`config.mk`:
```
export PLATFORM = sky130hd
export DESIGN_NAME = pLruPolicy
export DESIGN_NICKNAME = d
export VERILOG_FILES = /design/src/rtl/m68kCachePkg.sv /design/src/rtl/pLruPolicy.sv
export VERILOG_INCLUDE_DIRS = /design/src /design/src/rtl
export SDC_FILE = /design/constraint.sdc
export NUM_CORES = 1
export LEC_CHECK = 0
export BUFFER_PORTS_ARGS = -buffer_cell sky130_fd_sc_hd__buf_2
export CAP_MARGIN = 20
export CORE_ASPECT_RATIO = 0.8
export CORE_UTILIZATION = 40
export DETAILED_ROUTE_END_ITERATION = 10
export PLACE_DENSITY = 0.84
export SLEW_MARGIN = 5
export SYNTH_ARGS = -nofsm -noshare
export SYNTH_HDL_FRONTEND = slang
export SYNTH_SLANG_ARGS = --single-unit
```
`constraint.sdc`:
```
create_clock -name vclk -period 2.8
set_input_delay 0.7 -clock vclk [all_inputs]
set_output_delay 0.7 -clock vclk [all_outputs]
set_load 0.01 [all_outputs]
```
`src/rtl/m68kCache_macros.svh`:
```
// Shared widths and counts for the 68k set-associative read cache
`ifndef M68K_CACHE_MACROS_SVH
`define M68K_CACHE_MACROS_SVH

// CPU side bus widths
`define AddrWidth 32
`define DataWidth 16

// address split: tag | index | word select | byte
`define TagWidth 25
`define IndexWidth 3
`define WordSelWidth 3
`define OffsetWidth 4                   // byte offset inside one line of 16 bytes

// organisation of the store
`define NumWays 4
`define WayIndexWidth 2
`define NumSets 8                       // one set per index value
`define LineWords 8                     // 16-bit words in one line

// tree pseudo-LRU needs three bits for four ways
`define LruWidth 3

// the DRAM fills a whole line per read command
`define BurstLength `LineWords

`endif

```
`src/rtl/m68kCachePkg.sv`:
```
// Types shared by the cache blocks: bus bundles, store entries and FSM states
`default_nettype none

`include "m68kCache_macros.svh"

package m68kCachePkg;

	// what the 68k puts on the bus, strobes are active low as on the chip
	typedef struct packed {
		logic                   addressStrobe_L;
		logic                   dramSelect;           // address decoder says DRAM space
		logic                   write_L;
		logic                   upperStrobe_L;        // data bits 15 to 8
		logic                   lowerStrobe_L;        // data bits 7 to 0
		logic [`AddrWidth-1:0]  address;
		logic [`DataWidth-1:0]  writeData;
	} cpuReq_t;

	typedef struct packed {
		logic                   dtack_L;
		logic [`DataWidth-1:0]  readData;
	} cpuResp_t;

	// request towards the DRAM controller
	typedef struct packed {
		logic                   select_L;
		logic                   addressStrobe_L;
		logic                   write_L;
		logic                   upperStrobe_L;
		logic                   lowerStrobe_L;
		logic [`AddrWidth-1:0]  address;
		logic [`DataWidth-1:0]  writeData;
	} dramReq_t;

	// cas and ras are seen so that a read command can be told from a refresh
	typedef struct packed {
		logic                   dtack_L;
		logic                   cas_L;
		logic                   ras_L;
		logic [`DataWidth-1:0]  readData;
	} dramResp_t;

	typedef struct packed {
		logic                   valid;
		logic [`TagWidth-1:0]   tag;
	} tagEntry_t;

	typedef logic [`LruWidth-1:0]      lruBits_t;
	typedef logic [`NumWays-1:0]       wayMask_t;
	typedef logic [`WayIndexWidth-1:0] wayIndex_t;
	typedef logic [`IndexWidth-1:0]    setIndex_t;
	typedef logic [`WordSelWidth-1:0]  wordSel_t;

	typedef enum logic [3:0] {
		resetState,
		invalidate,
		idle,
		checkHit,
		holdHit,
		waitCas,
		casDelay1,
		casDelay2,
		burstFill,
		endFill,
		writeThrough
	} ctrlState_t;

	// lowest numbered way in a mask, way 0 when the mask is empty
	function automatic wayIndex_t firstWay(input wayMask_t ways);
		wayIndex_t way;
		way = '0;
		for (int w = `NumWays - 1; w >= 0; w--) begin
			if (ways[w])
				way = wayIndex_t'(w);
		end
		return way;
	endfunction

endpackage

`default_nettype wire

```
`src/rtl/pLruPolicy.sv`:
```
// Tag compare, hit detection and tree pseudo-LRU victim choice and update
`timescale 1ns/1ps
`default_nettype none

`include "m68kCache_macros.svh"

module pLruPolicy (
	input  m68kCachePkg::tagEntry_t [`NumWays-1:0] tags,     // all ways of the addressed set
	input  logic [`TagWidth-1:0]                   addressTag,
	input  m68kCachePkg::lruBits_t                 lruBits,
	output m68kCachePkg::wayMask_t                 hitWays,
	output logic                                   hit,
	output m68kCachePkg::wayIndex_t                victimWay,
	output m68kCachePkg::lruBits_t                 lruNext
);

	import m68kCachePkg::*;

	wayIndex_t touchedWay;

	// a way hits only when it holds a valid line with the same tag
	always_comb begin
		for (int w = 0; w < `NumWays; w++)
			hitWays[w] = tags[w].valid && (tags[w].tag == addressTag);
	end

	assign hit = |hitWays;

	// bit 0 chooses the half, bit 1 or bit 2 the way inside that half
	always_comb begin
		if (!lruBits[0])
			victimWay = lruBits[1] ? wayIndex_t'(1) : wayIndex_t'(0);
		else
			victimWay = lruBits[2] ? wayIndex_t'(3) : wayIndex_t'(2);
	end

	assign touchedWay = hit ? firstWay(hitWays) : victimWay;   // a miss touches the way it refills

	// the bits on the path to the touched way are turned to point away from it
	always_comb begin
		unique case (touchedWay)
			2'd0:    lruNext = {lruBits[2], 1'b1, 1'b1};
			2'd1:    lruNext = {lruBits[2], 1'b0, 1'b1};
			2'd2:    lruNext = {1'b1, lruBits[1], 1'b0};
			default: lruNext = {1'b0, lruBits[1], 1'b0};
		endcase
	end

endmodule

`default_nettype wire

```
==> flow_summary.ini <==
[critical_path]
worstPathCellList = buf_2 -> buf_4 -> xor2_2 -> nor4_1 -> nand3_1 -> nor4_4 -> nor2_2 -> a22o_1 -> buf_2
path_class = primary input to output pin
cp-start-kind = primary input
slowest_delay_ns = 0.35
worst_ep_arrival_time_ns = 2.52
cp_slowest_cell = nor4_1
cp_max_fo = 4
endpoint = lruNext[2]
crit_required_ns = 2.10
crit_start = addressTag[11]
endpoint_kind = output pin
path_common_cell = buf_2

[sta]
relSlewSlack_pct = 74.2
hold_viol = 0
rsz0062_at_grt = true
report.final.slew_viol_count = 0
min_period_ns = 3.22
worstMarginPinSlew_ns = 0.384
worst_slack_ns = -0.419
fmax_ghz = 0.311
fin_crit_sh_pct = 115
finalSetupViolCount = 8

[floorplan]
ios = 142
start_util_pct = 42.0
core_um2 = 3800
num_rows = 20
fp.dieW_um = 72.7
die_h_um = 58.5
dieArea_um2 = 4250

[grt]
grt_pass1_vias = 2392
grt_use_total_pct = 34.4
grt_pass1_wl_mm = 11.0
grt_start_max_net_pins = 8
antenna_found_initial = 1
grt-ovfl-total = 0

[final_layout]
ff_latch_area_um2 = 0
nets = 522
seq_cells = 0
drive_above_1_share_pct = 62.1
multi_input_area_um2 = 1960
nFillCells = 247
syn_to_final_growth_pct = 105
clock_buffers = 0
final_area_um2 = 3280

[synthesis]
syn_avg_cell_area_um2 = 7.76
synth_top_cell_by_area = xor2_1
yosysMostFrequentCell = xor2_1
yosysTopAreaCellShare_pct = 31.2
synth_cell_types = 35
netlist_top_cells_area = xor2_1 (31%), xnor2_1 (20%), nor4_1 (10%)
synth_top_cells_by_count = xor2_1 (57), xnor2_1 (37), nor4_1 (26), nand4_1 (14), nand2_1 (10)
synth_seq_area_share_pct = 0
ys_warn_count = 0
synth_area_um2 = 1600
syn_inst = 206
syn-num-nets = 338

[pwr]
pwr-share-seq_pct = 0
power_density_nw_per_um2 = 163
combinationalPowerShare_pct = 100.0
pwr-share-clk_pct = 0
cellInternalPower_mw = 0.272
p_total_mw = 0.533
power.leakage_nw = 1.48
peakVddDrop_uv = 110
switchingPower_mw = 0.261
p_sw_share_pct = 49.0

[drt]
drc = 0
drt_iter0_drc = 330
drtPass1Iterations = 5
routedWlPerCell_um = 18.8
num_vias = 2503
antenna_left = 0
routed_wirelength_mm = 8.37
via_per_inst = 5.64

[placed_design]
gp_congestion = 0.918
placed_area_um2 = 2640
io_buffers = 142
hpwlAfterDp_mm = 5.96

[status]
status = finished, violations left
violations = setup timing

[clocking]
hold_buffers = 0

[worst_hold_path]
hp-class = primary input to output pin

[run]
drv_cap = 0
==> cells by family after synthesis <==
kind of cell | share of synthesized area (%)
XOR/XNOR | 52.5
AND/OR/NAND/NOR | 39.1
AO/OA/AOI/OAI | 5.80
buffers and inverters | 2.58
==> layout by cell type, fill, tap and decap left out, drive strengths merged, types with 6 or more instances in the layout <==
cell,instances
xor2,58
buf,184
nor2,6
inv,6
nand2,10
nand3,9
nand4,14
nor4,31
nand2b,6
xnor2,37
==> through the flow <==
stage                     instances  TNS [ns]  hold WS (ns)  util, %  setup WS (ns)
after floorplan                 206         0          1.49        -         0.0717
after global placement          438     -1.03          1.69     69.3         -0.241
after detailed placement        438     -1.16          1.68     69.3         -0.278
after CTS                       440    -0.482          1.69     78.5         -0.153
after global routing            444     -2.54          1.72     86.1         -0.570
final                           444     -1.64          1.71     86.1         -0.419
==> timing repair <==
item / in CTS / in global routing
cloned: 0 / 0
pin swaps: 29 / 26
gates resized for setup: 63 / 52
setup buffers: 3 / 3
endpoints found under the setup margin: 7 / 7
==> per-layer routing <==
layer  vias up  track usage (%)  wire [um]
li1       1104                -          -
met1      1156             40.6       3050
met2       195             64.1       4110
met3        48             4.97        737
met4         0             11.8        465
met5         -                0          0
==> final cells by class <==
type,instances,area share (%)
Antenna cell,1,0.0764
Inverter,6,0.688
Multi-Input combinational cell,198,59.8
Tap cell,55,2.10
Timing Repair Buffer,184,37.4
==> worst min-delay path by stage <==
stage          slack [ns]       start  cells after the start            to
2_1_floorplan        1.49  lruBits[0]                      1  victimWay[1]
3_3_place_gp         1.69  lruBits[0]                      2  victimWay[1]
3_5_place_dp         1.68  lruBits[0]                      2  victimWay[1]
4_1_cts              1.69  lruBits[0]                      2  victimWay[1]
5_1_grt              1.72  lruBits[0]                      2  victimWay[1]
6_report             1.71  lruBits[0]                      2  victimWay[1]
==> power by group through the flow <==
stage / sequential [mW] / clock [mW] / combinational, mW
global route: 0 / 0.0000000477 / 0.562
CTS: 0 / 0 / 0.468
floorplan: 0 / 0 / 0.184
detailed placement: 0 / 0 / 0.417
finish: 0 / 0.0000000477 / 0.533
global placement: 0 / 0 / 0.412
==> worst max-delay path, delay by kind of cell <==
kind | cells | cell delay, ns
AND/OR/NAND/NOR | 4 | 0.99
buffers and inverters | 3 | 0.43
AO/OA/AOI/OAI | 1 | 0.24
XOR/XNOR | 1 | 0.15
Note: power is estimated with default switching activity, not from simulation.
