**config.mk**
```make
export PLATFORM = sky130hd
export DESIGN_NAME = cacheSetArray
export DESIGN_NICKNAME = d
export VERILOG_FILES = /design/src/rtl/m68kCachePkg.sv /design/src/rtl/cacheSetArray.sv
export VERILOG_INCLUDE_DIRS = /design/src /design/src/rtl
export SDC_FILE = /design/constraint.sdc
export NUM_CORES = 1
export LEC_CHECK = 0
export BUFFER_PORTS_ARGS = -buffer_cell sky130_fd_sc_hd__buf_2
export CORE_ASPECT_RATIO = 1.75
export CORE_MARGIN = 2
export CORE_UTILIZATION = 50
export CTS_CLUSTER_SIZE = 10
export DETAILED_ROUTE_END_ITERATION = 8
export GPL_TIMING_DRIVEN = 0
export PLACE_DENSITY_LB_ADDON = 0.08
export SLEW_MARGIN = 20
export SYNTH_ARGS = -nofsm -noshare
export SYNTH_HDL_FRONTEND = slang
export SYNTH_SLANG_ARGS = --single-unit
```
**constraint.sdc**
```tcl
create_clock -name Clock -period 2.55 [get_ports Clock]
set_input_delay 0.6375 -clock Clock [delete_from_list [all_inputs] [get_ports Clock]]
set_output_delay 0.6375 -clock Clock [all_outputs]
set_load 0.1 [all_outputs]
```
**src/rtl/m68kCache_macros.svh**
```systemverilog
// Shared widths and counts for the 68k set-associative read cache
`ifndef M68K_CACHE_MACROS_SVH
`define M68K_CACHE_MACROS_SVH

// CPU side bus widths
`define AddrWidth 32
`define DataWidth 16

// address split: tag | index | word select | byte
`define TagWidth 25
`define IndexWidth 3
`define WordSelWidth 3
`define OffsetWidth 4                   // byte offset inside one line of 16 bytes

// organisation of the store
`define NumWays 4
`define WayIndexWidth 2
`define NumSets 8                       // one set per index value
`define LineWords 8                     // 16-bit words in one line

// tree pseudo-LRU needs three bits for four ways
`define LruWidth 3

// the DRAM fills a whole line per read command
`define BurstLength `LineWords

`endif

```
**src/rtl/m68kCachePkg.sv**
```systemverilog
// Types shared by the cache blocks: bus bundles, store entries and FSM states
`default_nettype none

`include "m68kCache_macros.svh"

package m68kCachePkg;

	// what the 68k puts on the bus, strobes are active low as on the chip
	typedef struct packed {
		logic                   addressStrobe_L;
		logic                   dramSelect;           // address decoder says DRAM space
		logic                   write_L;
		logic                   upperStrobe_L;        // data bits 15 to 8
		logic                   lowerStrobe_L;        // data bits 7 to 0
		logic [`AddrWidth-1:0]  address;
		logic [`DataWidth-1:0]  writeData;
	} cpuReq_t;

	typedef struct packed {
		logic                   dtack_L;
		logic [`DataWidth-1:0]  readData;
	} cpuResp_t;

	// request towards the DRAM controller
	typedef struct packed {
		logic                   select_L;
		logic                   addressStrobe_L;
		logic                   write_L;
		logic                   upperStrobe_L;
		logic                   lowerStrobe_L;
		logic [`AddrWidth-1:0]  address;
		logic [`DataWidth-1:0]  writeData;
	} dramReq_t;

	// cas and ras are seen so that a read command can be told from a refresh
	typedef struct packed {
		logic                   dtack_L;
		logic                   cas_L;
		logic                   ras_L;
		logic [`DataWidth-1:0]  readData;
	} dramResp_t;

	typedef struct packed {
		logic                   valid;
		logic [`TagWidth-1:0]   tag;
	} tagEntry_t;

	typedef logic [`LruWidth-1:0]      lruBits_t;
	typedef logic [`NumWays-1:0]       wayMask_t;
	typedef logic [`WayIndexWidth-1:0] wayIndex_t;
	typedef logic [`IndexWidth-1:0]    setIndex_t;
	typedef logic [`WordSelWidth-1:0]  wordSel_t;

	typedef enum logic [3:0] {
		resetState,
		invalidate,
		idle,
		checkHit,
		holdHit,
		waitCas,
		casDelay1,
		casDelay2,
		burstFill,
		endFill,
		writeThrough
	} ctrlState_t;

	// lowest numbered way in a mask, way 0 when the mask is empty
	function automatic wayIndex_t firstWay(input wayMask_t ways);
		wayIndex_t way;
		way = '0;
		for (int w = `NumWays - 1; w >= 0; w--) begin
			if (ways[w])
				way = wayIndex_t'(w);
		end
		return way;
	endfunction

endpackage

`default_nettype wire

```
**src/rtl/cacheSetArray.sv**
```systemverilog
// Per-set store with one entry per way, used for the tags and for the LRU tree
`timescale 1ns/1ps
`default_nettype none

`include "m68kCache_macros.svh"

module cacheSetArray #(
	parameter type entryType = m68kCachePkg::tagEntry_t,
	parameter int  numWays   = `NumWays
) (
	input  logic                            Clock,
	input  logic                            Reset_L,
	input  m68kCachePkg::setIndex_t         index,          // set addressed for read and write
	input  logic [numWays-1:0]              writeEnable,    // one bit per way
	input  entryType                        writeData,      // same entry goes to every enabled way
	output entryType [numWays-1:0]          readData        // whole set, read without a clock
);

	// one row per set, each row holds every way of that set
	entryType [numWays-1:0] entries [`NumSets];

	//////////////////////////////////////////////////////////////////////
	// storage, cleared to zero on reset
	//////////////////////////////////////////////////////////////////////
	always_ff @(posedge Clock or negedge Reset_L) begin
		if (!Reset_L) begin
			for (int s = 0; s < `NumSets; s++)
				entries[s] <= '0;                       // zero means invalid tag and a neutral LRU tree
		end else begin
			for (int w = 0; w < numWays; w++) begin
				if (writeEnable[w])
					entries[index][w] <= writeData;       // only the enabled ways of the set change
			end
		end
	end

	assign readData = entries[index];                   // the policy logic sees the set at once

	// the write enables come from the controller FSM, an X there would corrupt a whole set
	writeEnableKnown: assert property (
		@(posedge Clock) disable iff (!Reset_L)
		!$isunknown(writeEnable)
	);

endmodule

`default_nettype wire

```
==> results.yml <==
status:
  status: "finished, violations left"
  violations: "setup timing"
synth:
  synth_area_per_cell_sq_um: 16.86
  synth_most_common_cell: "mux2_2"
  synth.area.top_cells: "dfrtp_1 (55%), mux2_2 (25%), mux4_2 (12%)"
  ys_seq_area_frac: 0.5514
  post-synth-top-area-cell: "dfrtp_1"
  syn-num-nets: 2274
  synthArstFlopShare: 1.000
  synth_top_area_frac: 0.5514
  synth_cell_type_count: 33
  synth-edff-count: 0
  ys_top_cells_by_count: "mux2_2 (845), dfrtp_1 (832), mux4_2 (206)"
  netlist_instances: 2239
  ys_ff_latch: 832
  synthesis.area_sq_um: 37760
  synth_ff_type: "dfrtp_1"
  yosys_warnings: 0
floorplanning:
  rows: 133
  initial_core_util: 0.5042
  coreArea_sq_um: 74880
  die_area_sq_um: 77820
  die_w_um: 211.7
  io_pins: 139
  die_h_um: 367.5
sta:
  fin_crit_sh: 1.174
  final-max-slew-violation-count: 0
  setup_viol: 104
  clock_skew_ns: 0
  period_needed_ns: 2.994
  setup_ws_ns: -0.4437
  slew_headroom: 0.2660
  fmax_mhz: 334.0
  worst_pin_slew_ns: 1.097
  finalHoldViolations: 0
  rsz0062_at_grt: "true"
  worst_hold_slack_ns: 0.05162
setup_path:
  crit_path_top_delay_cell: "mux4_2"
  path_common_cell: "buf_12"
  start_kind: "input port"
  cp_num_buf_inv: 6
  crit_fanout: 7
  cpPeakStageDelay_ns: 0.50
  crit_chain: "buf_12 -> buf_12 -> buf_16 -> buf_16 -> buf_12 -> mux4_2 -> mux2_4 -> buf_12"
  crit_path_end_kind: "primary output"
  path_class: "input port to primary output"
  cp.arrival_ns: 2.36
  required_ns: 1.91
  cp_top_family: "buffers and inverters"
clock_tree:
  cts.sinks: 832
  cts_tree: "yes"
  clk_latency_ns: 0.68
  clk_path_buf_depth: 3
  clk_pin_slew_ns: 0.06
  cts_root_buf: "clkbuf_16"
  cts_max_level: 3
  numCtsBuffers: 93
final_layout:
  largest-register: "entries"
  fin_nets: 2577
  fin_util: 0.6131
  fin_cells: 3502
  largest_register_ffs: 832
  drive_gt1_frac: 0.6063
  syn_to_final_growth_pct: 21.59
  top_regs: "entries: 832 flops"
  fillers: 5562
place:
  place_hpwl_um: 89470
  dp.cells: 3327
  portBuffers: 134
  place.gp.congestion: 0.8853
power_and_ir_drop:
  combPwrFrac: 0.311
  p_clk_frac: 0.280
  p_per_area_nw_per_um2: 938.0
  p_leak_uw: 0.01971
  ir_drop_v: 0.0009030
  switching_power_uw: 13910
  intPower_uw: 29160
  seq_power_share: 0.409
  p_sw_frac: 0.3229
route:
  wl_per_cell_um: 40.77
  wl_um: 142800
  vias: 23026
  via_per_inst: 6.575
  drc_errors: 0
  drtPass1Iterations: 7
  drt-initial-drc-count: 2059
  antenna_left: 0
grt:
  grt_max_degree: 104
  grt_pass1_wl_um: 193500
  grt_pass1_vias: 24442
  grt_antenna_before_repair: 8
  grt_usage: 0.3687
  grt-ovfl-total: 0
flow_run:
  maxCapViolCount: 0
min_path:
  hold_path_class: "input port to async pin"
layout by cell type (no fill, tap or decap), types with 5 or more instances in the layout:
master,instances
dfrtp_1,832
mux2_2,743
mux4_2,206
mux2_4,122
buf_12,119
clkbuf_16,111
buf_2,83
clkbuf_1,82
mux2_1,71
buf_4,49
buf_16,30
buf_6,24
nor2_4,12
buf_8,11
clkbuf_4,8
nand3_4,6
nand3_2,6
nand2b_1,5
metal layers:
layer  up-vias  global-route usage  routed length, um  part of all wire
met5         -                   0                104           0.00073
met4         8              0.2614              12190             0.085
met3       405             0.07200               9309             0.065
met2      1038              0.5881              68690              0.48
met1     12693              0.4495              52470              0.37
li1       8882                   -                  -                 -
tightest hold or removal path: cells and delay by family:
kind	cells	cell delay, ns
buffers and inverters	3	0.45
final timing paths:
kind                       depth (start not counted)          start            to  slack [ns]
min in group Clock                                 2  writeData[23]  entries[829]        0.22
max reg2reg                                        1     entries[8]    entries[8]        1.75
max                                                8       index[0]  readData[86]       -0.44
max in group asynchronous                          6        Reset_L  entries[819]        0.56
min reg2reg                                        1   entries[724]  entries[724]        0.49
min                                                3        Reset_L  entries[102]        0.05
power groups by stage:
| stage | combinational [uW] | sequential [uW] | clock, uW |
|---|---|---|---|
| finish | 13400 | 17600 | 12100 |
| global route | 13800 | 17900 | 12700 |
| CTS | 12200 | 17500 | 12200 |
| detailed placement | 11300 | 17800 | 0 |
| global placement | 11000 | 17500 | 0 |
| floorplan | 9130 | 17200 | 0 |
through the flow:
| step | total power (uW) | setup TNS, ns | setup slack, ns | instance area [sq um] |
|---|---|---|---|---|
| final | 43060 | -34.23 | -0.4437 | 45910 |
| after global routing | 44410 | -35.04 | -0.4526 | 45900 |
| after CTS | 41890 | -43.82 | -0.5134 | 44250 |
| after detailed placement | 29070 | -345.35 | -0.9828 | 40440 |
| after global placement | 28570 | - | -16.19 | 40170 |
| after floorplan | 26330 | -5.885 | -0.9228 | 38320 |
what timing repair did:
action                                  4_1_cts  5_1_grt
gates cloned                                  5       14
pin swaps                                     2        2
endpoints found under the setup margin      182      104
gates resized for setup                     261      264
hold buffers                                  4        0
hold endpoints to repair                     45        0
buffers inserted                             18       26
cell type report:
cell class	instances	area [sq um]	share of cell area
clock buffer	103	2470	0.05380
multi-input combinational	1195	16200	0.3529
sequential	832	20820	0.4535
timing repair buffer	209	3437	0.07486
inverter	1	3.754	0.00008176
tap	945	1182	0.02575
antenna	4	10.01	0.0002180
clock inverter	3	37.54	0.0008176
buffer	210	1749	0.03810
cell families after synthesis:
logic type	after synthesis	share of synthesized area
AND/OR/NAND/NOR	47	0.01319
buffers and inverters	212	0.03016
AO/OA/AOI/OAI	5	0.0009611
multiplexers	1143	0.4043
flip-flops	832	0.5514
Power figures use the tool's default switching activity.
