[src/rtl/m68kCache_macros.svh]
// Shared widths and counts for the 68k set-associative read cache
`ifndef M68K_CACHE_MACROS_SVH
`define M68K_CACHE_MACROS_SVH

// CPU side bus widths
`define AddrWidth 32
`define DataWidth 16

// address split: tag | index | word select | byte
`define TagWidth 25
`define IndexWidth 3
`define WordSelWidth 3
`define OffsetWidth 4                   // byte offset inside one line of 16 bytes

// organisation of the store
`define NumWays 4
`define WayIndexWidth 2
`define NumSets 8                       // one set per index value
`define LineWords 8                     // 16-bit words in one line

// tree pseudo-LRU needs three bits for four ways
`define LruWidth 3

// the DRAM fills a whole line per read command
`define BurstLength `LineWords

`endif

[src/rtl/m68kCachePkg.sv]
// Types shared by the cache blocks: bus bundles, store entries and FSM states
`default_nettype none

`include "m68kCache_macros.svh"

package m68kCachePkg;

	// what the 68k puts on the bus, strobes are active low as on the chip
	typedef struct packed {
		logic                   addressStrobe_L;
		logic                   dramSelect;           // address decoder says DRAM space
		logic                   write_L;
		logic                   upperStrobe_L;        // data bits 15 to 8
		logic                   lowerStrobe_L;        // data bits 7 to 0
		logic [`AddrWidth-1:0]  address;
		logic [`DataWidth-1:0]  writeData;
	} cpuReq_t;

	typedef struct packed {
		logic                   dtack_L;
		logic [`DataWidth-1:0]  readData;
	} cpuResp_t;

	// request towards the DRAM controller
	typedef struct packed {
		logic                   select_L;
		logic                   addressStrobe_L;
		logic                   write_L;
		logic                   upperStrobe_L;
		logic                   lowerStrobe_L;
		logic [`AddrWidth-1:0]  address;
		logic [`DataWidth-1:0]  writeData;
	} dramReq_t;

	// cas and ras are seen so that a read command can be told from a refresh
	typedef struct packed {
		logic                   dtack_L;
		logic                   cas_L;
		logic                   ras_L;
		logic [`DataWidth-1:0]  readData;
	} dramResp_t;

	typedef struct packed {
		logic                   valid;
		logic [`TagWidth-1:0]   tag;
	} tagEntry_t;

	typedef logic [`LruWidth-1:0]      lruBits_t;
	typedef logic [`NumWays-1:0]       wayMask_t;
	typedef logic [`WayIndexWidth-1:0] wayIndex_t;
	typedef logic [`IndexWidth-1:0]    setIndex_t;
	typedef logic [`WordSelWidth-1:0]  wordSel_t;

	typedef enum logic [3:0] {
		resetState,
		invalidate,
		idle,
		checkHit,
		holdHit,
		waitCas,
		casDelay1,
		casDelay2,
		burstFill,
		endFill,
		writeThrough
	} ctrlState_t;

	// lowest numbered way in a mask, way 0 when the mask is empty
	function automatic wayIndex_t firstWay(input wayMask_t ways);
		wayIndex_t way;
		way = '0;
		for (int w = `NumWays - 1; w >= 0; w--) begin
			if (ways[w])
				way = wayIndex_t'(w);
		end
		return way;
	endfunction

endpackage

`default_nettype wire

[src/rtl/cacheControlFsm.sv]
// Cache controller FSM: invalidation, hit service, burst line fill and write-through
`timescale 1ns/1ps
`default_nettype none

`include "m68kCache_macros.svh"

module cacheControlFsm (
	input  logic                        Clock,
	input  logic                        Reset_L,
	input  m68kCachePkg::cpuReq_t       cpuReq,
	input  m68kCachePkg::dramResp_t     dramResp,
	input  logic                        hit,
	input  m68kCachePkg::wayMask_t      hitWays,
	input  m68kCachePkg::wayIndex_t     victimWay,
	input  m68kCachePkg::lruBits_t      lruNext,
	output logic                        cpuDtack_L,
	output logic                        dramSelect_L,
	output logic                        readBurst,      // DRAM gets a line address with both strobes
	output m68kCachePkg::setIndex_t     setIndex,
	output m68kCachePkg::wordSel_t      wordSel,
	output m68kCachePkg::wayMask_t      tagWrite,
	output logic                        tagValid,
	output m68kCachePkg::wayMask_t      dataWrite,
	output logic                        lruWrite,
	output m68kCachePkg::lruBits_t      lruWriteData
);

	import m68kCachePkg::*;

	localparam logic [`WordSelWidth:0] lastSet  = `NumSets - 1;
	localparam logic [`WordSelWidth:0] lastFill = `BurstLength;

	ctrlState_t                 state, nextState;
	logic [`WordSelWidth:0]     burstCount;             // sets during invalidation, words during a fill
	logic                       counterClear;
	wayIndex_t                  victim_q;               // way being refilled
	logic                       loadVictim;
	wayMask_t                   victimMask;
	logic                       dtack_q;                // dtack for hits and fills, low active
	logic                       reqActive;
	logic                       readCommand;

	assign reqActive   = !cpuReq.addressStrobe_L && cpuReq.dramSelect;
	assign readCommand = !dramResp.cas_L && dramResp.ras_L;     // cas with ras also low is a refresh
	assign victimMask  = wayMask_t'(1) << victim_q;

	//////////////////////////////////////////////////////////////////////
	// registers
	//////////////////////////////////////////////////////////////////////
	always_ff @(posedge Clock or negedge Reset_L) begin
		if (!Reset_L) begin
			state      <= resetState;
			burstCount <= '0;
			victim_q   <= '0;
			dtack_q    <= 1'b1;
		end else begin
			state <= nextState;
			if (counterClear)
				burstCount <= '0;
			else
				burstCount <= burstCount + 1'b1;                // free running, only read where it matters
			if (loadVictim)
				victim_q <= victimWay;
			// dtack follows the state one edge late, so a hit answers two edges after idle
			dtack_q <= !(((state == holdHit) || (state == endFill)) && reqActive);
		end
	end

	// a write hands the DRAM's own dtack back to the CPU
	assign cpuDtack_L = (state == writeThrough) ? dramResp.dtack_L : dtack_q;

	//////////////////////////////////////////////////////////////////////
	// next state and outputs
	//////////////////////////////////////////////////////////////////////
	always_comb begin
		nextState    = state;
		counterClear = 1'b0;
		loadVictim   = 1'b0;
		dramSelect_L = 1'b1;                                // the DRAM is left alone unless needed
		readBurst    = 1'b0;
		setIndex     = cpuReq.address[`OffsetWidth +: `IndexWidth];
		wordSel      = cpuReq.address[1 +: `WordSelWidth];
		tagWrite     = '0;
		tagValid     = 1'b0;
		dataWrite    = '0;
		lruWrite     = 1'b0;
		lruWriteData = lruNext;

		unique case (state)
			resetState: begin
				counterClear = 1'b1;                            // counter walks the sets next
				nextState    = invalidate;
			end
			invalidate: begin
				setIndex     = setIndex_t'(burstCount);
				tagWrite     = '1;                              // valid cleared in every way
				lruWrite     = 1'b1;
				lruWriteData = '0;
				if (burstCount == lastSet)
					nextState = idle;
			end
			idle: begin
				if (reqActive)
					nextState = cpuReq.write_L ? checkHit : writeThrough;
			end
			checkHit: begin
				readBurst = 1'b1;
				lruWrite  = 1'b1;                               // tree moves off the hit way or the victim
				if (hit) begin
					nextState = holdHit;
				end else begin
					loadVictim = 1'b1;
					nextState  = waitCas;
				end
			end
			holdHit: begin
				readBurst = 1'b1;
				if (!reqActive)
					nextState = idle;
			end
			waitCas: begin
				readBurst    = 1'b1;
				dramSelect_L = 1'b0;
				tagWrite     = victimMask;                      // claim the victim way for the new tag
				tagValid     = 1'b1;
				if (readCommand)
					nextState = casDelay1;
			end
			casDelay1: begin
				readBurst    = 1'b1;
				dramSelect_L = 1'b0;
				nextState    = casDelay2;
			end
			casDelay2: begin
				readBurst    = 1'b1;
				dramSelect_L = 1'b0;
				counterClear = 1'b1;
				nextState    = burstFill;
			end
			burstFill: begin
				readBurst    = 1'b1;
				dramSelect_L = 1'b0;
				// word k arrives while the count reads k+1, the first cycle carries nothing
				wordSel = wordSel_t'(burstCount - 1'b1);
				if (burstCount != '0)
					dataWrite = victimMask;
				if (burstCount == lastFill)
					nextState = endFill;
			end
			endFill: begin
				readBurst = 1'b1;                               // line is valid now, serve it like a hit
				if (!reqActive)
					nextState = idle;
			end
			writeThrough: begin
				dramSelect_L = 1'b0;
				tagWrite     = hitWays;                         // stale copies lose their valid bit
				if (!reqActive)
					nextState = idle;
			end
			default: nextState = resetState;
		endcase
	end

	// a fill writes one way at most, and only the way whose tag now claims the address
	dataWriteOneHot: assert property (
		@(posedge Clock) disable iff (!Reset_L)
		$onehot0(dataWrite) && ((dataWrite & ~hitWays) == '0)
	);

	// the CPU must never see an acknowledge while nothing is being served
	noDtackInIdle: assert property (
		@(posedge Clock) disable iff (!Reset_L)
		(state == idle) |-> cpuDtack_L
	);

endmodule

`default_nettype wire

[config.mk]
export PLATFORM = sky130hd
export DESIGN_NAME = cacheControlFsm
export DESIGN_NICKNAME = d
export VERILOG_FILES = /design/src/rtl/m68kCachePkg.sv /design/src/rtl/cacheControlFsm.sv
export VERILOG_INCLUDE_DIRS = /design/src /design/src/rtl
export SDC_FILE = /design/constraint.sdc
export NUM_CORES = 1
export LEC_CHECK = 0
export ABC_AREA = 1
export BUFFER_PORTS_ARGS = -buffer_cell sky130_fd_sc_hd__buf_4
export CORE_MARGIN = 2
export CORE_UTILIZATION = 30
export DETAILED_ROUTE_END_ITERATION = 8
export GPL_TIMING_DRIVEN = 0
export HOLD_SLACK_MARGIN = 0.02
export PLACE_DENSITY = 0.85
export SETUP_SLACK_MARGIN = 0.05
export SYNTH_ARGS = -nofsm -noshare
export SYNTH_HDL_FRONTEND = slang
export SYNTH_SLANG_ARGS = --single-unit
[constraint.sdc]
create_clock -name Clock -period 1.2 [get_ports Clock]
set_input_delay 0 -clock Clock [delete_from_list [all_inputs] [get_ports Clock]]
set_output_delay 0 -clock Clock [all_outputs]
set_load 0.02 [all_outputs]
==> results of run 1 <==
## placed cells by master, fill, tap and decap left out, types with 7 or more instances in the layout
master,count
buf_4,52
buf_6,17
dfrtp_1,7
inv_1,12
nand2_1,26
nand2_2,11
nand3_1,17
nor2_1,13
nor2_4,8
## cells in the mapped netlist
library cell / instances / area, um^2
nand2_2: 1 / 6.260
inv_1: 16 / 60.06
dfstp_2: 1 / 26.28
nand3_1: 21 / 105.1
xnor2_1: 1 / 8.760
ha_1: 2 / 25.02
or2_2: 1 / 6.260
nor2_2: 5 / 31.28
nand2_1: 40 / 150.1
a31oi_1: 1 / 6.260
o21ai_1: 6 / 30.03
xor2_1: 1 / 8.760
nand4_1: 1 / 6.260
o22ai_1: 2 / 12.51
o21ai_0: 3 / 15.01
nor2_1: 17 / 63.81
nor3_1: 5 / 25.02
a21oi_1: 2 / 10.01
nand2_4: 1 / 11.26
dfrtp_1: 10 / 250.2
nor2_4: 4 / 45.04
nand3_2: 1 / 10.01
buf_4: 1 / 7.510
inv_2: 7 / 26.28
## kinds of logic after synthesis
| group | after synthesis | synth area share, % |
|---|---|---|
| DFF | 11 | 29.19 |
| buffers and inverters | 24 | 9.909 |
| and+or+nand+nor | 97 | 48.61 |
| adders and majority gates | 2 | 2.642 |
| xor gates and xnor gates | 2 | 1.850 |
| AOI/OAI and AO/OA | 14 | 7.794 |
## state kept, by name (all words and copies together) (netlist names)
signal,count
state,4
victim_q,2
burstCount,4
dtack_q,1
## per-stage QoR
stage	TNS [ns]	instances	power [mW]
after floorplan	-0.6623	150	2.445
after global placement	-3.519	239	3.087
after detailed placement	-3.983	239	3.144
after CTS	-5.674	262	4.024
after global routing	-9.875	269	4.786
final	-7.032	269	4.439
## power by group through the flow
| stage | Combinational, mW | Sequential [mW] | Clock, mW |
|---|---|---|---|
| 2_1_floorplan | 1.73 | 0.715 | 0 |
| 3_3_place_gp | 2.34 | 0.743 | 0 |
| 3_5_place_dp | 2.39 | 0.756 | 0 |
| 4_1_cts | 3.04 | 0.729 | 0.259 |
| 5_1_grt | 3.71 | 0.782 | 0.290 |
| 6_report | 3.43 | 0.757 | 0.255 |
## worst max-delay path, delay by kind of cell (launching register included)
kind / cells / cell delay (ns)
buf+inv: 2 / 0.33
simple gates: 5 / 0.49
flops: 1 / 0.45
## final timing paths
path,slack [ns],end,start,cells after the start
worst min-delay path,0.02,state[3],cpuReq[50],4
max in group asynchronous,0.87,dtack_q,Reset_L,2
worst min register to register,0.59,state[2],state[2],2
min in group asynchronous,0.10,state[1],Reset_L,2
worst max-delay path,-0.33,dramSelect_L,state[0],7
worst max register to register,-0.25,state[0],state[0],8
## final cells by class
cell class | count | area, um^2 | share of cell area [%]
Buffer | 1 | 11.26 | 0.6008
Clock buffer | 4 | 26.28 | 1.402
Inverter | 23 | 106.4 | 5.674
Multi-Input combinational cell | 115 | 794.5 | 42.39
Sequential cell | 11 | 280.3 | 14.95
Tap cell | 44 | 55.05 | 2.937
Timing Repair Buffer | 71 | 600.6 | 32.04
## layer usage
layer	up-vias	routed length (um)
li1	632	-
met1	570	1296
met2	60	1811
met3	6	202
met4	0	44
met5	-	0
## what timing repair did
| item | in CTS | in global routing |
|---|---|---|
| gates resized for setup | 37 | 26 |
| pin swaps | 15 | 8 |
| buffers inserted | 16 | 7 |
| endpoints found under the setup margin | 32 | 33 |
| hold buffers | 3 | 0 |
| endpoints found under the hold margin | 13 | 0 |
==> out/results.ini, run 1 <==
[timing]
fmax_mhz=653.6
worst_pin_slew_ns=0.3041
fin_hold_ws_ns=0.02025
setup_viol=32
finalHoldViolations=0
finalCriticalPeriod_ns=1.530
finalCritPeriodShare_pct=127.5
maxSlewHeadroom_pct=79.73
drv_slew=0
clock_skew_ns=0.005665
finalWorstSetupSlack_ns=-0.3299
rsz0062_at_grt=true

[drt]
wire_per_inst_um=12.46
dr_total_vias=1268
drt_first_pass_iters=4
wl_mm=3.353
drtIter0Drc=40
postRouteAntennaNets=0
viasPerCell=4.714
drc=0

[run_status]
outcome=complete, but fails checks
violations=negative setup slack

[power_and_ir_drop]
power_frac_seq_pct=17.0
p_sw_mw=2.261
p_leak_nw=0.9563
peakVddDrop_mv=1.072
pwr-share-clk_pct=5.7
power_density_nw_per_um2=2368
comb_power_share_pct=77.2
power.internal_mw=2.178
p_sw_share_pct=50.94

[finish]
final_nets=312
final_core_util_pct=61.90
synthToLayoutAreaGrowth_pct=97.89
final_area_um2=1874
drive_above_1_share_pct=59.11
diodes=0
fillers=259

[placement]
place_area_um2=1439
gp_congestion=0.8898
pre_cts_ws_ns=-0.2734
hpwl_mm=2.098
port_buffers=45

[setup_path]
required_ns=1.20
crit_slowest_cell=dfrtp_2
setup.worst_path.start_class=flip-flop
path_max_fanout=5
crit_type=reg -> out
crit_chain=buf_4, nand2_2, nor2_1, nor2_2, nand2_1, nor3_2, buf_4
crit_path_max_incr_delay_ns=0.45
cp.arrival_ns=1.53
cpMostUsedCell=buf_4
setup.worst_path.end_class=output port

[logic_synthesis]
synth_seq_cells=11
syn_inst=150
avgSynthCellArea_um2=6.314
synth_nets=236
ys_warn_count=0
ys_seq_area_share_pct=29.19
syn_area_um2=947.2
ys_types=24

[global_route]
use_met2_pct=33.54
grtUsageMet1_pct=18.76
busiest_layer=met2
grtUsageMet3_pct=3.680
grt_pass1_wl_mm=4.857
antenna_found_initial=0
grt_max_degree=12
track_usage_pct=17.76
grt_pass1_vias=1177
grt_overflow=0

[worst_hold_path]
min_path_type=in -> reg

[clock_network]
clock_sinks=11
htreeDepth=1
numCtsBuffers=3
clkLatencyLatePin_ns=0.27
cts-root-to-sink-buffers=2
clkTransAtPathRegs_ns=0.07
root_buffer=clkbuf_4
cts_tree=yes

[floorplanning]
initial_core_util_pct=31.28
die_w_um=60.19
coreArea_um2=3028
rows=20
dieHeight_um=60.19
boundaryPins=106
dieArea_um2=3623

[job]
cap_violations=0

No activity file was read; power rests on OpenSTA's default activity.
==> inputs of run 2 (changes only) <==
==> constraint.sdc (replaced) <==
create_clock -name Clock -period 1.2 [get_ports Clock]
set_input_delay 0.18 -clock Clock [delete_from_list [all_inputs] [get_ports Clock]]
set_output_delay 0.18 -clock Clock [all_outputs]
set_load 0.02 [all_outputs]
==> run 2 against run 1 <==
  * The run still ends with negative setup slack left
  * Via count rose by 1.9%
  * Total power rose by 6.5%
  * Critical endpoint is now dataWrite[3]
  * Clock skew fell by 0.0017 ns
  * Highest routed layer unchanged
  * Critical path type unchanged
  * Flip-flop and latch count did not move
  * Maximum frequency fell by 14%
  * Utilization rose by 2.7 points
==> out/results.ini, run 2 (synthesis results as in run 1) <==
[finish]
fillers=239
final_nets=309
diodes=0
synthToLayoutAreaGrowth_pct=106.5
final_area_um2=1956
mostFrequentLayoutCells=buf_4, nand2_1, buf_6
reg_top3=burstCount (4), state (4), victim_q (2)
drive_above_1_share_pct=66.67
layout_commonest_cell=buf_4

[placement]
gp_congestion=0.8661
port_buffers=45
hpwl_mm=2.147
place_area_um2=1545

[floorplanning]
rows=20
coreArea_um2=3028
boundaryPins=106
die_w_um=60.19
dieArea_um2=3623
dieHeight_um=60.19
initial_core_util_pct=31.28

[timing]
drv_slew=0
finalCriticalPeriod_ns=1.770
rsz0062_at_grt=true
finalHoldViolations=0
fmax_mhz=564.9
maxSlewHeadroom_pct=74.12
fin_setup_tns_ns=-12.30
worst_pin_slew_ns=0.3883
fin_hold_ws_ns=0.1924
clock_skew_ns=0.003961
finalCritPeriodShare_pct=147.5
setup_viol=33
finalWorstSetupSlack_ns=-0.5704

[setup_path]
setup.worst_path.end_class=output port
setup.worst_path.start_class=flip-flop
cp.arrival_ns=1.59
crit_slowest_cell=dfrtp_2
path_max_fanout=5
crit_chain=inv_2, nand2_4, nor2_4, o21ai_4, nor3_4, buf_6
required_ns=1.02
crit_path_max_incr_delay_ns=0.46
crit_type=reg -> out

[drt]
drt_first_pass_iters=4
wl_mm=3.841
wire_per_inst_um=14.44
postRouteAntennaNets=0
viasPerCell=4.857
drtIter0Drc=47
drc=0
dr_total_vias=1292

[global_route]
antenna_found_initial=0
grt_max_degree=12
track_usage_pct=19.72
grt_pass1_wl_mm=5.285
grt_overflow=0
grt_pass1_vias=1166

[power_and_ir_drop]
power_density_nw_per_um2=2417
p_leak_nw=0.9744
peakVddDrop_mv=1.344

[clock_network]
numCtsBuffers=3
htreeDepth=1
clkLatencyLatePin_ns=0.28
clock_sinks=11
cts-root-to-sink-buffers=2
cts_tree=yes
clkTransAtPathRegs_ns=0.08
root_buffer=clkbuf_4

[job]
cap_violations=0

[worst_hold_path]
min_path_type=in -> reg

[run_status]
outcome=complete, but fails checks
violations=negative setup slack

## run 2: cell count changes in the layout (fill, tap and decap cells not counted), moves of 2 or more
cell	previous run	this run
buf_6	17	19
nand2_1	26	22
o21ai_1	4	1
nand2_2	11	13
o21ai_4	2	5
dlygate4sd3_1	3	1
nand3_2	5	11
nand2_4	5	7
inv_2	5	7
nand3_1	17	11
nor3_4	3	5
nor3_2	2	0
nor2_1	13	11
buf_4	52	48
## run 2: worst max-delay path, delay by kind of cell, from the launching register on
kind | cells | cell delay, ns
AOI/OAI and AO/OA | 1 | 0.15
DFF | 1 | 0.46
and+or+nand+nor | 3 | 0.45
buffers and inverters | 2 | 0.25
## run 2: through the flow
step           setup WS [ns]  utilization (%)  std cells  total power [mW]
2_1_floorplan        -0.1881                -        150             2.726
5_1_grt              -0.6281            64.59        266             5.046
3_5_place_dp         -0.3916            51.03        239             3.440
3_3_place_gp         -0.3715            51.03        239             3.386
4_1_cts              -0.5209            60.62        262             4.328
6_report             -0.5704            64.59        266             4.727
## run 2: area by class of cell
| cell class | count | area, um^2 | share of cell area, % |
|---|---|---|---|
| buffer | 1 | 11.26 | 0.5758 |
| clock buffer | 4 | 26.28 | 1.344 |
| inverter | 23 | 98.84 | 5.054 |
| multi-input combinational | 115 | 904.6 | 46.26 |
| sequential | 11 | 280.3 | 14.33 |
| tap | 44 | 55.05 | 2.815 |
| timing repair buffer | 67 | 573.1 | 29.30 |
| timing repair inverter | 1 | 6.256 | 0.3199 |
## run 2: metal layers
| layer | vias up | share of wire, % | GRT usage (%) |
|---|---|---|---|
| li1 | 621 | - | - |
| met1 | 590 | 37 | 22.59 |
| met2 | 66 | 54 | 35.40 |
| met3 | 15 | 7.4 | 5.844 |
| met4 | 0 | 2.3 | 5.079 |
| met5 | - | 0 | 0 |
## run 2: path summary, 6_finish.rpt
kind                               from            to  slack (ns)  cells past startpoint
setup / recovery               state[2]  dataWrite[3]       -0.57                      6
hold / removal             victimWay[0]   victim_q[0]        0.19                      3
setup reg to reg               state[2]      state[2]       -0.27                      9
hold reg to reg                state[2]      state[2]        0.60                      2
max in group asynchronous       Reset_L       dtack_q        0.70                      2
min in group asynchronous       Reset_L   victim_q[0]        0.27                      2
## run 2: repair_timing
| action | 4_1_cts | 5_1_grt |
|---|---|---|
| pin swaps | 11 | 10 |
| hold buffers | 1 | 0 |
| endpoints found under the setup margin | 32 | 33 |
| gates cloned | 1 | 0 |
| resized for setup | 36 | 24 |
| buffers inserted | 17 | 6 |
| hold endpoints to repair | 11 | 0 |
## run 2: where the power goes
group | internal, mW | switching (mW) | leakage, nW
sequential | 0.538 | 0.231 | 0.130
clock | 0.129 | 0.144 | 0.0150
combinational | 1.55 | 2.13 | 0.830
==> inputs of run 3 (changes only) <==
--- a/config.mk
+++ b/config.mk
@@ -14,7 +14,8 @@
 export GPL_TIMING_DRIVEN = 0
 export HOLD_SLACK_MARGIN = 0.02
 export PLACE_DENSITY = 0.85
-export SETUP_SLACK_MARGIN = 0.05
+export SETUP_SLACK_MARGIN = 0.4
+export SLEW_MARGIN = 20
 export SYNTH_ARGS = -nofsm -noshare
 export SYNTH_HDL_FRONTEND = slang
 export SYNTH_SLANG_ARGS = --single-unit
==> run 3 against run 2 <==
  * The flow still finishes with violations (negative setup slack)
  * Sequential power up 5.1%
  * Global-route usage down 0.82 points
  * Sequential share of layout area down 0.44 points
  * Cell area up 3.6%
  * Register-to-register slack worse by 0.03 ns
  * Via count up 2.1%
  * Die area unchanged
  * Total power up 3.8%
  * Critical path type unchanged
==> out/results.ini, run 3 (synthesis results as in run 1) <==
[setup_path]
cp.arrival_ns=1.62
crit_type=reg -> out
crit_chain=inv_4, nand2_4, nor2_4, buf_4, nor2_2, nand2_2, nor3_4, buf_6
setup.worst_path.start_class=flip-flop
setup.worst_path.end_class=output port
crit_slowest_cell=dfrtp_2
ff2ff_setup_slack_ns=-0.30
crit_path_max_incr_delay_ns=0.48
required_ns=1.02
path_max_fanout=6

[clock_network]
root_buffer=clkbuf_4
cts_tree=yes
clock_sinks=11
clkLatencyLatePin_ns=0.28
clkTransAtPathRegs_ns=0.09
numCtsBuffers=3
htreeDepth=1
cts-root-to-sink-buffers=2

[timing]
clock_skew_ns=0.004818
rsz0062_at_grt=true
finalCriticalPeriod_ns=1.804
fmax_mhz=554.5
setup_viol=32
fin_setup_tns_ns=-12.92
drv_slew=0
finalHoldViolations=0
maxSlewHeadroom_pct=77.33
finalWorstSetupSlack_ns=-0.6035
finalCritPeriodShare_pct=150.3
worst_pin_slew_ns=0.3388

[drt]
drt_first_pass_iters=4
wl_mm=3.779
drc=0
wire_per_inst_um=14.00
drtIter0Drc=59
viasPerCell=4.885
postRouteAntennaNets=0
dr_total_vias=1319

[finish]
final_nets=313
diodes=0
mostFrequentLayoutCells=buf_4, buf_6, nand2_1
layout_commonest_cell=buf_4
reg_top3=burstCount (4), state (4), victim_q (2)
drive_above_1_share_pct=67.70
final_core_util_pct=66.94
instances_no_fill=270
synthToLayoutAreaGrowth_pct=114.0

[run_status]
violations=negative setup slack
outcome=complete, but fails checks

[floorplanning]
coreArea_um2=3028
rows=20
dieArea_um2=3623
die_w_um=60.19
boundaryPins=106
initial_core_util_pct=31.28
dieHeight_um=60.19

[global_route]
grt_max_degree=12
grt_pass1_wl_mm=5.133
grt_pass1_vias=1201
antenna_found_initial=0
grt_overflow=0
track_usage_pct=18.90

[placement]
hpwl_mm=2.154
gp_congestion=0.8745
dp.cells=239
port_buffers=45
pre_cts_ws_ns=-0.3828

[power_and_ir_drop]
power_density_nw_per_um2=2420
peakVddDrop_mv=1.158
fin_total_pwr_mw=4.905
p_leak_nw=1.014

[job]
cap_violations=0

[worst_hold_path]
min_path_type=in -> reg

## run 3: changes by cell type in the layout (fill, tap and decap cells not counted), moves of 2 or more
cell,delta
nor2_4,+3
buf_4,-5
nand3_2,-5
inv_4,+2
inv_2,-2
nand3_1,+5
buf_6,+9
nor2_1,-3
## run 3: timing repair
item                                    CTS  global route
gates resized for setup                  40            32
endpoints found under the setup margin   33            33
pin swaps                                 8             9
endpoints found under the hold margin    11             0
hold buffers                              1             0
cloned                                    1             0
buffers inserted                         18             7
## run 3: worst max-delay path, delay by kind of cell (launching register included)
family,cells,cell delay (ns)
and+or+nand+nor,5,0.44
buffers and inverters,3,0.42
DFF,1,0.48
## run 3: layout make-up
class,instances,area (um^2)
plain buffers,1,11.26
clock buffers,3,22.52
clock inverters,1,5.005
fillers,216,1001
inverters,23,103.9
multi-input cells,115,904.6
flip-flops and latches,11,281.5
well taps,44,55.05
repair buffers,71,636.9
repair inverters,1,6.256
## run 3: per-stage QoR
step           hold WS [ns]  area [um^2]
2_1_floorplan       -0.1156         1156
3_3_place_gp        0.02656         1549
3_5_place_dp        0.02584         1549
4_1_cts              0.1566         1854
5_1_grt              0.1629         2027
6_report             0.1487         2027
## run 3: report_power, final
part	total, mW	switching, mW	leakage [nW]	internal [mW]
logic	3.82	2.14	0.867	1.67
clock network	0.280	0.156	0.0177	0.124
registers	0.809	0.268	0.128	0.541
## run 3: path summary, 6_finish.rpt
kind	to	startpoint	depth (start not counted)
worst max-delay path	dramSelect_L	state[0]	8
max in group asynchronous	dtack_q	Reset_L	2
worst min register to register	burstCount[2]	burstCount[2]	2
worst min-delay path	victim_q[0]	victimWay[0]	3
min in group asynchronous	state[0]	Reset_L	2
worst max register to register	state[3]	state[0]	9
## run 3: routing by layer
| metal | wire length, um | vias to the layer above | GRT usage [%] |
|---|---|---|---|
| met5 | 0 | - | 0 |
| met4 | 82 | 0 | 9.206 |
| met3 | 226 | 10 | 3.680 |
| met2 | 2005 | 65 | 32.45 |
| met1 | 1464 | 614 | 22.28 |
| li1 | - | 630 | - |
